`config.mk`:
```
export PLATFORM = sky130hd
export DESIGN_NAME = ex_top
export DESIGN_NICKNAME = d
export VERILOG_FILES = /design/src/verilog/ex_pkg.sv /design/src/verilog/ex_control.sv /design/src/verilog/ex_alu.sv /design/src/verilog/ex_mul.sv /design/src/verilog/ex_div.sv /design/src/verilog/ex_lsu.sv /design/src/verilog/ex_top.sv
export SDC_FILE = /design/constraint.sdc
export NUM_CORES = 2
export LEC_CHECK = 0
export ABC_AREA = 0
export BUFFER_PORTS_ARGS = -buffer_cell sky130_fd_sc_hd__buf_2
export CAP_MARGIN = 20
export CORE_MARGIN = 2
export CORE_UTILIZATION = 50
export CTS_BUF_LIST = sky130_fd_sc_hd__clkbuf_4 sky130_fd_sc_hd__clkbuf_8 sky130_fd_sc_hd__clkbuf_16
export DETAILED_ROUTE_END_ITERATION = 7
export PLACE_DENSITY = 0.74
export SYNTH_ARGS = -nofsm -noshare
export SYNTH_HDL_FRONTEND = slang
export SYNTH_SLANG_ARGS = --single-unit
export TNS_END_PERCENT = 30
```
`constraint.sdc`:
```
create_clock -name clk_i -period 25.6 [get_ports clk_i]
set_input_delay 5.12 -clock clk_i [delete_from_list [all_inputs] [get_ports clk_i]]
set_output_delay 5.12 -clock clk_i [all_outputs]
set_load 0.03 [all_outputs]
```
`src/verilog/ex_pkg.sv`:
```
// execute stage package with word types, opcode and funct3 constants and decode enums
package ex_pkg;

    typedef logic [31:0] word_t;
    typedef logic [63:0] dword_t;
    typedef logic [4:0]  reg_addr_t;
    typedef logic [2:0]  funct3_t;

    typedef enum logic [3:0] {
        CLS_NONE,
        CLS_ALU,
        CLS_MUL,
        CLS_DIV,
        CLS_LOAD,
        CLS_STORE,
        CLS_BRANCH,
        CLS_JUMP,
        CLS_UPPER
    } ex_class_e;

    typedef enum logic [3:0] {
        ALU_ADD,
        ALU_SUB,
        ALU_SLL,
        ALU_SLT,
        ALU_SLTU,
        ALU_XOR,
        ALU_SRL,
        ALU_SRA,
        ALU_OR,
        ALU_AND
    } alu_op_e;

    localparam logic [6:0] OPC_OP     = 7'b0110011;
    localparam logic [6:0] OPC_OP_IMM = 7'b0010011;
    localparam logic [6:0] OPC_LOAD   = 7'b0000011;
    localparam logic [6:0] OPC_STORE  = 7'b0100011;
    localparam logic [6:0] OPC_BRANCH = 7'b1100011;
    localparam logic [6:0] OPC_JAL    = 7'b1101111;
    localparam logic [6:0] OPC_JALR   = 7'b1100111;
    localparam logic [6:0] OPC_LUI    = 7'b0110111;
    localparam logic [6:0] OPC_AUIPC  = 7'b0010111;

    // load and store sizes
    localparam funct3_t F3_LB  = 3'b000;
    localparam funct3_t F3_LH  = 3'b001;
    localparam funct3_t F3_LW  = 3'b010;
    localparam funct3_t F3_LBU = 3'b100;
    localparam funct3_t F3_LHU = 3'b101;
    localparam funct3_t F3_SB  = 3'b000;
    localparam funct3_t F3_SH  = 3'b001;
    localparam funct3_t F3_SW  = 3'b010;

    // branch conditions
    localparam funct3_t F3_BEQ  = 3'b000;
    localparam funct3_t F3_BNE  = 3'b001;
    localparam funct3_t F3_BLT  = 3'b100;
    localparam funct3_t F3_BGE  = 3'b101;
    localparam funct3_t F3_BLTU = 3'b110;
    localparam funct3_t F3_BGEU = 3'b111;

    localparam funct3_t F3_MUL    = 3'b000;
    localparam funct3_t F3_MULH   = 3'b001;
    localparam funct3_t F3_MULHSU = 3'b010;
    localparam funct3_t F3_MULHU  = 3'b011;
    localparam funct3_t F3_DIV    = 3'b100;
    localparam funct3_t F3_DIVU   = 3'b101;
    localparam funct3_t F3_REM    = 3'b110;
    localparam funct3_t F3_REMU   = 3'b111;

    // bit positions in compare_i
    localparam int CMP_EQ  = 0;
    localparam int CMP_GEU = 1;
    localparam int CMP_GE  = 2;

endpackage

```
`src/verilog/ex_control.sv`:
```
`timescale 1ns/1ns
// execute control decoding class and alu operation, resolving jumps, applying interrupt override
module ex_control (
    input  ex_pkg::word_t     inst_i,
    input  logic [2:0]        compare_i,     // eq, geu, ge of rs1 and rs2
    input  ex_pkg::word_t     op1_i,
    input  ex_pkg::word_t     op2_i,
    input  logic              int_assert_i,
    input  ex_pkg::word_t     int_addr_i,
    output ex_pkg::ex_class_e cls_o,
    output ex_pkg::alu_op_e   alu_op_o,
    output logic              div_valid_o,
    output logic              jump_flag_o,
    output ex_pkg::word_t     jump_addr_o
);
    import ex_pkg::*;

    localparam logic [6:0] F7_BASE   = 7'b0000000;
    localparam logic [6:0] F7_ALT    = 7'b0100000;
    localparam logic [6:0] F7_MULDIV = 7'b0000001;

    logic [6:0] opcode;
    funct3_t    funct3;
    logic [6:0] funct7;
    logic       taken;
    logic       jump;
    word_t      target;

    assign opcode = inst_i[6:0];
    assign funct3 = inst_i[14:12];
    assign funct7 = inst_i[31:25];
    assign target = op1_i + op2_i;    // branch offset or jalr base already in op2

    always_comb begin
        cls_o = CLS_NONE;
        case (opcode)
            OPC_OP: begin
                if (funct7 == F7_MULDIV) begin
                    cls_o = funct3[2] ? CLS_DIV : CLS_MUL;
                end else if ((funct7 == F7_BASE) || (funct7 == F7_ALT)) begin
                    cls_o = CLS_ALU;
                end
            end
            OPC_OP_IMM:          cls_o = CLS_ALU;
            OPC_LOAD:            cls_o = CLS_LOAD;
            OPC_STORE:           cls_o = CLS_STORE;
            OPC_BRANCH:          cls_o = CLS_BRANCH;
            OPC_JAL, OPC_JALR:   cls_o = CLS_JUMP;
            OPC_LUI, OPC_AUIPC:  cls_o = CLS_UPPER;
            default:             cls_o = CLS_NONE;
        endcase
    end

    // bit 30 picks sub and sra; addi has no sub form
    always_comb begin
        case (funct3)
            3'b000:  alu_op_o = ((opcode == OPC_OP) && inst_i[30]) ? ALU_SUB : ALU_ADD;
            3'b001:  alu_op_o = ALU_SLL;
            3'b010:  alu_op_o = ALU_SLT;
            3'b011:  alu_op_o = ALU_SLTU;
            3'b100:  alu_op_o = ALU_XOR;
            3'b101:  alu_op_o = inst_i[30] ? ALU_SRA : ALU_SRL;
            3'b110:  alu_op_o = ALU_OR;
            default: alu_op_o = ALU_AND;
        endcase
    end

    always_comb begin
        case (funct3)
            F3_BEQ:  taken = compare_i[CMP_EQ];
            F3_BNE:  taken = ~compare_i[CMP_EQ];
            F3_BLT:  taken = ~compare_i[CMP_GE];
            F3_BGE:  taken = compare_i[CMP_GE];
            F3_BLTU: taken = ~compare_i[CMP_GEU];
            F3_BGEU: taken = compare_i[CMP_GEU];
            default: taken = 1'b0;
        endcase
    end

    assign jump = (cls_o == CLS_JUMP) || ((cls_o == CLS_BRANCH) && taken);

    // interrupt wins over any jump
    assign jump_flag_o = int_assert_i | jump;
    assign jump_addr_o = int_assert_i ? int_addr_i : (jump ? target : '0);
    assign div_valid_o = (cls_o == CLS_DIV) && !int_assert_i;

endmodule

```
`src/verilog/ex_alu.sv`:
```
`timescale 1ns/1ns
// integer alu for add, sub, shifts, set-less-than and logic operations
module ex_alu (
    input  ex_pkg::alu_op_e alu_op_i,
    input  ex_pkg::word_t   op1_i,
    input  ex_pkg::word_t   op2_i,
    output ex_pkg::word_t   result_o
);
    import ex_pkg::*;

    logic [4:0] shamt;
    word_t      srl_res;
    word_t      sra_mask;
    logic       lt_s;
    logic       lt_u;

    assign shamt    = op2_i[4:0];           // also valid for the immediate forms
    assign srl_res  = op1_i >> shamt;
    assign sra_mask = 32'hffff_ffff >> shamt;
    assign lt_s     = $signed(op1_i) < $signed(op2_i);
    assign lt_u     = op1_i < op2_i;

    always_comb begin
        case (alu_op_i)
            ALU_ADD:  result_o = op1_i + op2_i;
            ALU_SUB:  result_o = op1_i - op2_i;
            ALU_SLL:  result_o = op1_i << shamt;
            ALU_SLT:  result_o = {31'b0, lt_s};
            ALU_SLTU: result_o = {31'b0, lt_u};
            ALU_XOR:  result_o = op1_i ^ op2_i;
            ALU_SRL:  result_o = srl_res;
            ALU_SRA:  result_o = srl_res | ({32{op1_i[31]}} & ~sra_mask);
            ALU_OR:   result_o = op1_i | op2_i;
            ALU_AND:  result_o = op1_i & op2_i;
            default:  result_o = '0;
        endcase
    end

endmodule

```
`src/verilog/ex_mul.sv`:
```
`timescale 1ns/1ns
// 32x32 multiplier with sign correction for mul, mulh, mulhsu and mulhu
module ex_mul (
    input  ex_pkg::funct3_t funct3_i,
    input  ex_pkg::word_t   op1_i,
    input  ex_pkg::word_t   op2_i,
    output ex_pkg::word_t   result_o
);
    import ex_pkg::*;

    logic   neg_op1;
    logic   neg_op2;
    logic   neg_prod;
    word_t  mul_op1;
    word_t  mul_op2;
    dword_t prod;
    dword_t prod_fix;

    // multiply magnitudes, then restore the sign of the product
    assign neg_op1 = ((funct3_i == F3_MULH) || (funct3_i == F3_MULHSU)) && op1_i[31];
    assign neg_op2 = (funct3_i == F3_MULH) && op2_i[31];

    assign mul_op1 = neg_op1 ? -op1_i : op1_i;
    assign mul_op2 = neg_op2 ? -op2_i : op2_i;

    assign prod     = dword_t'(mul_op1) * dword_t'(mul_op2);
    assign neg_prod = neg_op1 ^ neg_op2;
    assign prod_fix = neg_prod ? -prod : prod;

    // low word is the same for every signedness
    assign result_o = (funct3_i == F3_MUL) ? prod_fix[31:0] : prod_fix[63:32];

endmodule

```
`src/verilog/ex_div.sv`:
```
`timescale 1ns/1ns
// radix-2 restoring divider, 32 steps, for div, divu, rem and remu
module ex_div (
    input  logic            clk_i,
    input  logic            rst_i,
    input  logic            valid_i,
    input  ex_pkg::funct3_t funct3_i,
    input  ex_pkg::word_t   dividend_i,
    input  ex_pkg::word_t   divisor_i,
    output ex_pkg::word_t   data_o,
    output logic            ready_o
);
    import ex_pkg::*;

    typedef enum logic [1:0] {
        DIV_IDLE,
        DIV_BUSY,
        DIV_DONE
    } div_state_e;

    div_state_e  state_q;
    logic [4:0]  count_q;
    word_t       quot_q;        // dividend shifts out, quotient shifts in
    word_t       rem_q;
    word_t       dsor_q;
    logic        is_rem_q;
    logic        neg_quot_q;
    logic        neg_rem_q;
    logic        signed_op;
    logic [32:0] trial;
    word_t       quot_fix;
    word_t       rem_fix;

    assign signed_op = (funct3_i == F3_DIV) || (funct3_i == F3_REM);
    assign trial     = {rem_q, quot_q[31]} - {1'b0, dsor_q};

    always_ff @(posedge clk_i) begin
        if (rst_i) begin
            state_q <= DIV_IDLE;
            count_q <= '0;
        end else begin
            case (state_q)
                DIV_IDLE: begin
                    if (valid_i) begin
                        state_q <= DIV_BUSY;
                        count_q <= '0;
                    end
                end
                DIV_BUSY: begin
                    if (!valid_i) begin
                        state_q <= DIV_IDLE;    // aborted, e.g. by interrupt
                    end else if (count_q == 5'd31) begin
                        state_q <= DIV_DONE;
                    end
                    count_q <= count_q + 5'd1;
                end
                default: state_q <= DIV_IDLE;
            endcase
        end
    end

    always_ff @(posedge clk_i) begin
        if ((state_q == DIV_IDLE) && valid_i) begin
            quot_q     <= (signed_op && dividend_i[31]) ? -dividend_i : dividend_i;
            dsor_q     <= (signed_op && divisor_i[31]) ? -divisor_i : divisor_i;
            rem_q      <= '0;
            is_rem_q   <= (funct3_i == F3_REM) || (funct3_i == F3_REMU);
            // divide by zero keeps the all-ones quotient unsigned
            neg_quot_q <= signed_op && (dividend_i[31] ^ divisor_i[31]) && (divisor_i != '0);
            neg_rem_q  <= signed_op && dividend_i[31];
        end else if (state_q == DIV_BUSY) begin
            if (trial[32]) begin
                rem_q  <= {rem_q[30:0], quot_q[31]};
                quot_q <= {quot_q[30:0], 1'b0};
            end else begin
                rem_q  <= trial[31:0];
                quot_q <= {quot_q[30:0], 1'b1};
            end
        end
    end

    // most negative by -1 lands on quotient 0x8000_0000 and remainder 0 by itself
    assign quot_fix = neg_quot_q ? -quot_q : quot_q;
    assign rem_fix  = neg_rem_q ? -rem_q : rem_q;
    assign data_o   = is_rem_q ? rem_fix : quot_fix;
    assign ready_o  = (state_q == DIV_DONE);

endmodule

```
`src/verilog/ex_lsu.sv`:
```
`timescale 1ns/1ns
// load/store unit with load lane extraction, store lane merge and memory request
module ex_lsu (
    input  ex_pkg::ex_class_e cls_i,
    input  ex_pkg::funct3_t   funct3_i,
    input  ex_pkg::word_t     op1_i,
    input  ex_pkg::word_t     op2_i,
    input  ex_pkg::word_t     store_data_i,
    input  ex_pkg::word_t     mem_rdata_i,
    input  logic              mem_ready_i,
    output ex_pkg::word_t     load_data_o,
    output ex_pkg::word_t     mem_raddr_o,
    output ex_pkg::word_t     mem_waddr_o,
    output ex_pkg::word_t     mem_wdata_o,
    output logic              mem_req_o,
    output logic              mem_we_o,
    output logic              mem_hold_o
);
    import ex_pkg::*;

    word_t       addr;
    logic [1:0]  lane;
    logic        is_load;
    logic        is_store;
    logic [7:0]  rd_byte;
    logic [15:0] rd_half;
    logic [3:0]  be;            // lanes taken from the store data
    word_t       st_data;
    word_t       merged;

    assign addr     = op1_i + op2_i;
    assign lane     = addr[1:0];
    assign is_load  = (cls_i == CLS_LOAD);
    assign is_store = (cls_i == CLS_STORE);
    assign rd_byte  = mem_rdata_i[{lane, 3'b000} +: 8];
    assign rd_half  = lane[1] ? mem_rdata_i[31:16] : mem_rdata_i[15:0];

    always_comb begin
        case (funct3_i)
            F3_LB:   load_data_o = {{24{rd_byte[7]}}, rd_byte};
            F3_LBU:  load_data_o = {24'b0, rd_byte};
            F3_LH:   load_data_o = {{16{rd_half[15]}}, rd_half};
            F3_LHU:  load_data_o = {16'b0, rd_half};
            F3_LW:   load_data_o = mem_rdata_i;
            default: load_data_o = '0;
        endcase
    end

    // read-modify-write of the addressed word
    always_comb begin
        case (funct3_i)
            F3_SB: begin
                be      = 4'b0001 << lane;
                st_data = {4{store_data_i[7:0]}};
            end
            F3_SH: begin
                be      = lane[1] ? 4'b1100 : 4'b0011;
                st_data = {2{store_data_i[15:0]}};
            end
            default: begin
                be      = 4'b1111;
                st_data = store_data_i;
            end
        endcase
        for (int i = 0; i < 4; i++) begin
            merged[8*i +: 8] = be[i] ? st_data[8*i +: 8] : mem_rdata_i[8*i +: 8];
        end
    end

    assign mem_req_o   = is_load | is_store;
    assign mem_we_o    = is_store;
    assign mem_raddr_o = mem_req_o ? addr : '0;    // stores read the word they merge into
    assign mem_waddr_o = is_store ? addr : '0;
    assign mem_wdata_o = is_store ? merged : '0;
    assign mem_hold_o  = mem_req_o & ~mem_ready_i;

endmodule

```
`src/verilog/ex_top.sv`:
```
`timescale 1ns/1ns
// execute stage top joining control, alu, multiplier, divider and lsu into write-back
module ex_top (
    input  logic              clk_i,
    input  logic              rst_i,
    input  ex_pkg::word_t     inst_i,
    input  ex_pkg::word_t     inst_addr_next_i,
    input  logic              reg_we_i,
    input  ex_pkg::reg_addr_t reg_waddr_i,
    input  ex_pkg::word_t     op1_i,
    input  ex_pkg::word_t     op2_i,
    input  ex_pkg::word_t     store_data_i,
    input  logic [2:0]        compare_i,
    input  logic              int_assert_i,
    input  ex_pkg::word_t     int_addr_i,
    input  ex_pkg::word_t     mem_rdata_i,
    input  logic              mem_ready_i,
    output ex_pkg::word_t     reg_wdata_o,
    output logic              reg_we_o,
    output ex_pkg::reg_addr_t reg_waddr_o,
    output ex_pkg::word_t     mem_wdata_o,
    output ex_pkg::word_t     mem_raddr_o,
    output ex_pkg::word_t     mem_waddr_o,
    output logic              mem_we_o,
    output logic              mem_req_o,
    output logic              ready_o,
    output logic              jump_flag_o,
    output ex_pkg::word_t     jump_addr_o
);
    import ex_pkg::*;

    ex_class_e cls;
    alu_op_e   alu_op;
    funct3_t   funct3;
    word_t     alu_res;
    word_t     mul_res;
    word_t     div_data;
    word_t     load_data;
    logic      div_valid;
    logic      div_ready;
    logic      div_hold;
    logic      mem_req;
    logic      mem_we;
    logic      mem_hold;
    logic      reg_we;

    assign funct3 = inst_i[14:12];

    ex_control i_ex_control (
        .inst_i,
        .compare_i,
        .op1_i,
        .op2_i,
        .int_assert_i,
        .int_addr_i,
        .cls_o       (cls),
        .alu_op_o    (alu_op),
        .div_valid_o (div_valid),
        .jump_flag_o,
        .jump_addr_o
    );

    ex_alu i_ex_alu (
        .alu_op_i (alu_op),
        .op1_i,
        .op2_i,
        .result_o (alu_res)
    );

    ex_mul i_ex_mul (
        .funct3_i (funct3),
        .op1_i,
        .op2_i,
        .result_o (mul_res)
    );

    ex_div i_ex_div (
        .clk_i,
        .rst_i,
        .valid_i    (div_valid),
        .funct3_i   (funct3),
        .dividend_i (op1_i),
        .divisor_i  (op2_i),
        .data_o     (div_data),
        .ready_o    (div_ready)
    );

    ex_lsu i_ex_lsu (
        .cls_i       (cls),
        .funct3_i    (funct3),
        .op1_i,
        .op2_i,
        .store_data_i,
        .mem_rdata_i,
        .mem_ready_i,
        .load_data_o (load_data),
        .mem_raddr_o,
        .mem_waddr_o,
        .mem_wdata_o,
        .mem_req_o   (mem_req),
        .mem_we_o    (mem_we),
        .mem_hold_o  (mem_hold)
    );

    always_comb begin
        reg_we = reg_we_i;
        case (cls)
            CLS_ALU:   reg_wdata_o = alu_res;
            CLS_MUL:   reg_wdata_o = mul_res;
            CLS_DIV: begin
                reg_wdata_o = div_data;
                reg_we      = reg_we_i & div_valid & div_ready;   // only in the done cycle
            end
            CLS_LOAD:  reg_wdata_o = load_data;
            CLS_JUMP:  reg_wdata_o = inst_addr_next_i;            // link value
            CLS_UPPER: reg_wdata_o = op1_i + op2_i;               // lui: op1 is zero
            default:   reg_wdata_o = '0;
        endcase
    end

    assign div_hold    = div_valid & ~div_ready;
    assign reg_we_o    = reg_we & ~int_assert_i;
    assign reg_waddr_o = reg_waddr_i;
    assign mem_req_o   = mem_req & ~int_assert_i;
    assign mem_we_o    = mem_we & ~int_assert_i;

    // no request goes out under interrupt, so nothing to wait for
    assign ready_o = ~(div_hold | (mem_hold & ~int_assert_i));

endmodule

```
# Word level (Yosys, flattened, before mapping)
# Index checks and enable logic that the tools add are counted.
[word_totals]
output_inout_bits = 170
elab_cells = 162
ff_bits = 106
inputBits = 237
[classes]
multipliers = 1
n_eq_ne = 40
n_lt_le_gt_ge = 2
n_addsub = 9
reduce_logical = 27
bitwise_logic = 26
n_mux = 44
shifts = 5
[op_table]
columns = ["cell", "n"]
rows = [
  ["32-bit 2-to-1 mux", 16],
  ["32-bit one-hot mux with 10 select lines", 1],
  ["32-bit one-hot mux with 6 select lines", 1],
  ["32-bit one-hot mux with 5 select lines", 1],
  ["32-bit negation", 4],
  ["32-bit bitwise AND", 2],
  ["32-bit less-than comparator", 2],
  ["32-bit by 32-bit multiplier with 64-bit output", 1],
  ["64-bit 2-to-1 mux", 1],
  ["64-bit negation", 1],
  ["32-bit bitwise OR", 2],
  ["32-bit one-hot mux with 2 select lines", 1],
  ["4-bit one-hot mux with 7 select lines", 2],
  ["33-bit by 32-bit subtractor with 33-bit output", 1],
  ["32-bit adder", 1],
  ["4-bit by 3-bit equality test with 1-bit output (second input constant)", 8],
  ["8-bit 2-to-1 mux", 4],
  ["32-bit NOT", 1],
  ["32-bit nonzero test", 1],
  ["32-bit by 6-bit variable part select with 8-bit output", 1],
  ["32-bit by 5-bit left shift with 32-bit output", 1],
  ["32-bit by 5-bit right shift with 32-bit output", 1],
  ["32-bit by 5-bit right shift with 32-bit output (first input constant)", 1],
  ["32-bit subtractor", 1],
  ["other kinds (42)", 98],
]

# Depth between registers and ports, before layout
[logic_depth]
ltp_word = 11
mapped_depth = 46
ltp_nobuf = 40

# Hierarchy
# A second synthesis with hierarchy kept.
[unflattened]
cells_unflattened = 8176
area_unflattened_um2 = 62748.9
[by_module_without_submodules]
columns = ["module", "cells_each", "n_inst", "area_per_inst_um2"]
rows = [
  ["ex_mul", 4421, 1, 36478.7],
  ["ex_alu", 1352, 1, 8848.5],
  ["ex_div", 1101, 1, 8831.0],
  ["ex_lsu", 540, 1, 3492.1],
  ["ex_top", 410, 1, 2798.9],
  ["ex_control", 352, 1, 2299.7],
]

# Least setup slack after synthesis
# Ideal clock, no wire load.
[synth_timing]
kind = "input port to output port"
start = "input port op2_i[0]"
end = "output port reg_wdata_o[27]"
arrival_ps = 17156
stages = 41
slack_ps = 3324
path_cell_list = "clkbuf_1 > inv_1 > clkbuf_1 > clkbuf_1 > clkbuf_1 > clkbuf_1 > ha_1 > nand4_1 > nor3_1 > nand2_1 > nor3_2 > nand3_1 > nor3_1 > nor2_1 > xnor2_1 > clkbuf_1 > nand2_1 > fa_1 > (+5 left out) > fa_1 > fa_1 > inv_1 > ha_1 > buf_6 > a21oi_2 > o31ai_2 > nor2b_1 > a221o_1 > or2_4 > or3_1 > a2111oi_2 > nand4_1 > nor4_1 > and2_1 > nand4b_1 > mux2i_1 > o21ai_0"
[synth_via]
elab_chain_cells = 7
word_cells_on_any_way = 19
[synth_rtl]
columns = ["item", "line_no", "text"]
rows = [
  ["from (decl)", "ex_top.sv:11", "input ex_pkg::word_t op2_i,"],
  ["32-bit negation", "ex_mul.sv:24", "assign mul_op2 = neg_op2 ? -op2_i : op2_i;"],
  ["32-bit 2-to-1 mux", "ex_mul.sv:24", ""],
  ["32-bit by 32-bit multiplier with 64-bit output", "ex_mul.sv:26", "assign prod = dword_t'(mul_op1) * dword_t'(mul_op2);"],
  ["64-bit negation", "ex_mul.sv:28", "assign prod_fix = neg_prod ? -prod : prod;"],
  ["64-bit 2-to-1 mux", "ex_mul.sv:28", ""],
  ["32-bit 2-to-1 mux", "ex_mul.sv:31", "assign result_o = (funct3_i == F3_MUL) ? prod_fix[31:0] : prod_fix[63:32];"],
  ["32-bit one-hot mux with 6 select lines (*)", "ex_top.sv:107", "case (cls)"],
  ["to (decl)", "ex_top.sv:18", "output ex_pkg::word_t reg_wdata_o,"],
]
# Every way passes the cells marked *; elsewhere a longest branch is shown, timed or not.

# Worst setup path in the final report
[layout_timing]
start = "input port op2_i[3]"
end = "output port reg_wdata_o[31]"
# Same word-level chain as after synthesis.

==> flow_summary_export.csv <==
group,metric,value,unit
status,status,"complete, but fails checks",
status,violations,"DRC",
drt,drt_first_pass_iters,8,
floorplan,dieArea,0.114,mm2
logic_synthesis,async_reset_ff_share,0,%
setup_path,path_class,"in -> out",
cts,cts_root_buffer,"clkbuf_16",
drt,wire_per_inst,29.9,um
logic_synthesis,netlist_area,0.0555,mm2
sta,finalHoldViolCount,0,
logic_synthesis,netlist_instances,7211,
grt,grt_pass1_wl,378000,um
setup_path,worst_path_most_repeated_cell,"fa_1",
drt,drt-initial-drc-count,7480,
setup_path,end_kind,"primary output",
grt,grt_max_degree,68,
logic_synthesis,syn_nets,8749,
floorplan,die_x,337,um
cts,cts_buffers,9,
cts,post-cts-setup-buffers,0,
sta,final.min_clock_period,24.16,ns
floorplan,core,0.110,mm2
sta,max_clock_freq,41.4,MHz
cts,numClockSinks,106,
logic_synthesis,syn_area_per_cell,7.70,um2
sta,fin_worst_skew,0.0138,ns
flow_run,cap_violations,0,
floorplan,die_h,337,um
setup_path,arrival,19.04,ns
setup_path,cp_max_fo,14,
cells_and_area,layout-drive-gt1-share,10.3,%
cts,max-clock-path-buffers,2,
sta,worst_hold_slack,0.484,ns
sta,relSlewSlack,12.0,%
logic_synthesis,synth-seq-cells,106,
cts,postCtsResizedCells,0,
sta,setup_violations,0,
placed_design,place_congestion,1.12,
worst_hold_path,hold_path_class,"reg -> reg",
cells_and_area,area_delta_synth_final,8.51,%
setup_path,start_kind,"input pin",
sta,totalNegativeSetupSlack,0,ns
placed_design,dp.final_hpwl,216000,um
floorplan,pin_count,407,
drt,drc,20,
placed_design,port-buffer-count,381,
sta,finalCritPeriodShare,94.4,%
logic_synthesis,synth_cell_type_count,102,
grt,antenna_found_initial,22,
cells_and_area,layout.nets,8903,
sta,rsz0062_at_grt,"false",
sta,worstMarginPinSlew,1.32,ns
drt,vias_per_cell,6.39,
cts,cts_hold_buf,0,
floorplan,fp-row-count,122,
drt,postRouteAntennaNets,0,
grt,grt_pass1_vias,54200,
cells_and_area,mostFrequentLayoutCells,"inv_1, nor2_1, nand2_1, fa_1, ha_1",
setup_path,cp_slowest_cell,"o41ai_1",
cells_and_area,layout_commonest_cell,"inv_1",
cts,path_clk_slew,0.09,ns
logic_synthesis,synth-edff-count,67,
drt,drt-total-wl,265000,um
setup_path,cpPeakStageDelay,0.85,ns
logic_synthesis,seq_area_frac_synth,5.03,%
drt,via_count,56700,
cts,clkLatencyLatePin,0.40,ns
cts,h-tree-depth,3,
setup_path,worstPathRequired,20.48,ns
floorplan,initial_utilization,50.3,%
logic_synthesis,synth_ff_type,"edfxtp_1",
sta,drv_slew,0,
grt,grtUsageTotal,46.2,%
logic_synthesis,ys_warn_count,0,
cts,cts_tree,"yes",
grt,overflow,0,
## final timing paths
check,startpoint,end,slack [ns],depth (start not counted)
hold reg to reg,i_ex_div.count_q[4],i_ex_div.count_q[4],0.48,2
hold / removal,i_ex_div.count_q[4],i_ex_div.count_q[4],0.48,2
setup / recovery,op2_i[3],reg_wdata_o[31],1.44,40
setup reg to reg,i_ex_div.dsor_q[9],i_ex_div.rem_q[27],20.46,16
## layout make-up
| type | count | area [um2] |
|---|---|---|
| clock inverters | 6 | 58.8 |
| clock buffers | 10 | 239 |
| repair buffers | 575 | 3390 |
| flip-flops and latches | 106 | 2790 |
| fillers | 10500 | 50100 |
| multi-input cells | 5598 | 47800 |
| well taps | 1488 | 1860 |
| inverters | 1075 | 4040 |
| diodes | 12 | 30.0 |
## metal layers
layer  GRT usage (%)  routed length [um]
met1            60.3               97600
met2            64.6              107000
met3            16.2               38700
met4            30.4               22000
met5           0.809                 198
## worst max-delay path, delay by kind of cell
| kind | cells | cell delay (ns) |
|---|---|---|
| AOI/OAI and AO/OA | 5 | 2.34 |
| xor gates and xnor gates | 3 | 1.06 |
| and+or+nand+nor | 16 | 5.09 |
| buffers and inverters | 7 | 0.91 |
| adders and majority gates | 9 | 4.48 |
## state kept, by name, indices dropped and copies added, names as in the netlist
| register | count |
|---|---|
| i_ex_div.count_q | 5 |
| i_ex_div.dsor_q | 32 |
| i_ex_div.is_rem_q | 1 |
| i_ex_div.neg_quot_q | 1 |
| i_ex_div.quot_q | 32 |
| i_ex_div.rem_q | 32 |
| i_ex_div.neg_rem_q | 1 |
| i_ex_div.state_q | 2 |
## synth_stat cells (39+ instances only)
cell type / count / area share (%)
o221ai_1: 40 / 0.63
inv_1: 1072 / 7.3
xor2_1: 61 / 0.96
edfxtp_1: 67 / 3.6
xnor2_1: 309 / 4.9
a211oi_1: 52 / 0.70
mux2i_1: 116 / 2.1
nor3_1: 107 / 0.96
o21ai_0: 394 / 3.6
nand2_1: 940 / 6.4
clkbuf_1: 381 / 2.6
o31ai_1: 46 / 0.62
a21o_1: 46 / 0.62
dfxtp_1: 39 / 1.4
a21oi_1: 326 / 2.9
o211ai_1: 41 / 0.55
ha_1: 402 / 9.1
nor2_1: 1023 / 6.9
fa_1: 899 / 32
nand3_1: 77 / 0.69
nand2b_1: 41 / 0.46
## cell families after synthesis
family	after synthesis	synth area share, %
AND/OR/NAND/NOR	2459	18.8
XOR/XNOR	370	5.84
adder cells (fa/ha/maj)	1301	41.5
flip-flops	106	5.03
AO/OA/AOI/OAI	1321	15.3
buffers and inverters	1507	10.3
multiplexers	147	3.19
## per-stage QoR
| step | utilization, % | std cells | cell area (um2) | setup slack [ns] |
|---|---|---|---|---|
| finish | 54.6 | 8870 | 60200 | 1.44 |
| global route | 54.5 | 8862 | 60200 | 1.09 |
| CTS | 54.5 | 8856 | 60200 | 1.97 |
| detailed placement | 54.2 | 8840 | 59900 | 2.01 |
| global placement | 54.2 | 8838 | 59800 | 1.59 |
| floorplan | - | 7211 | 55500 | 3.32 |
Power is not shown: default switching activity piles up to over one toggle a cycle in this logic, so the estimate is an artifact.
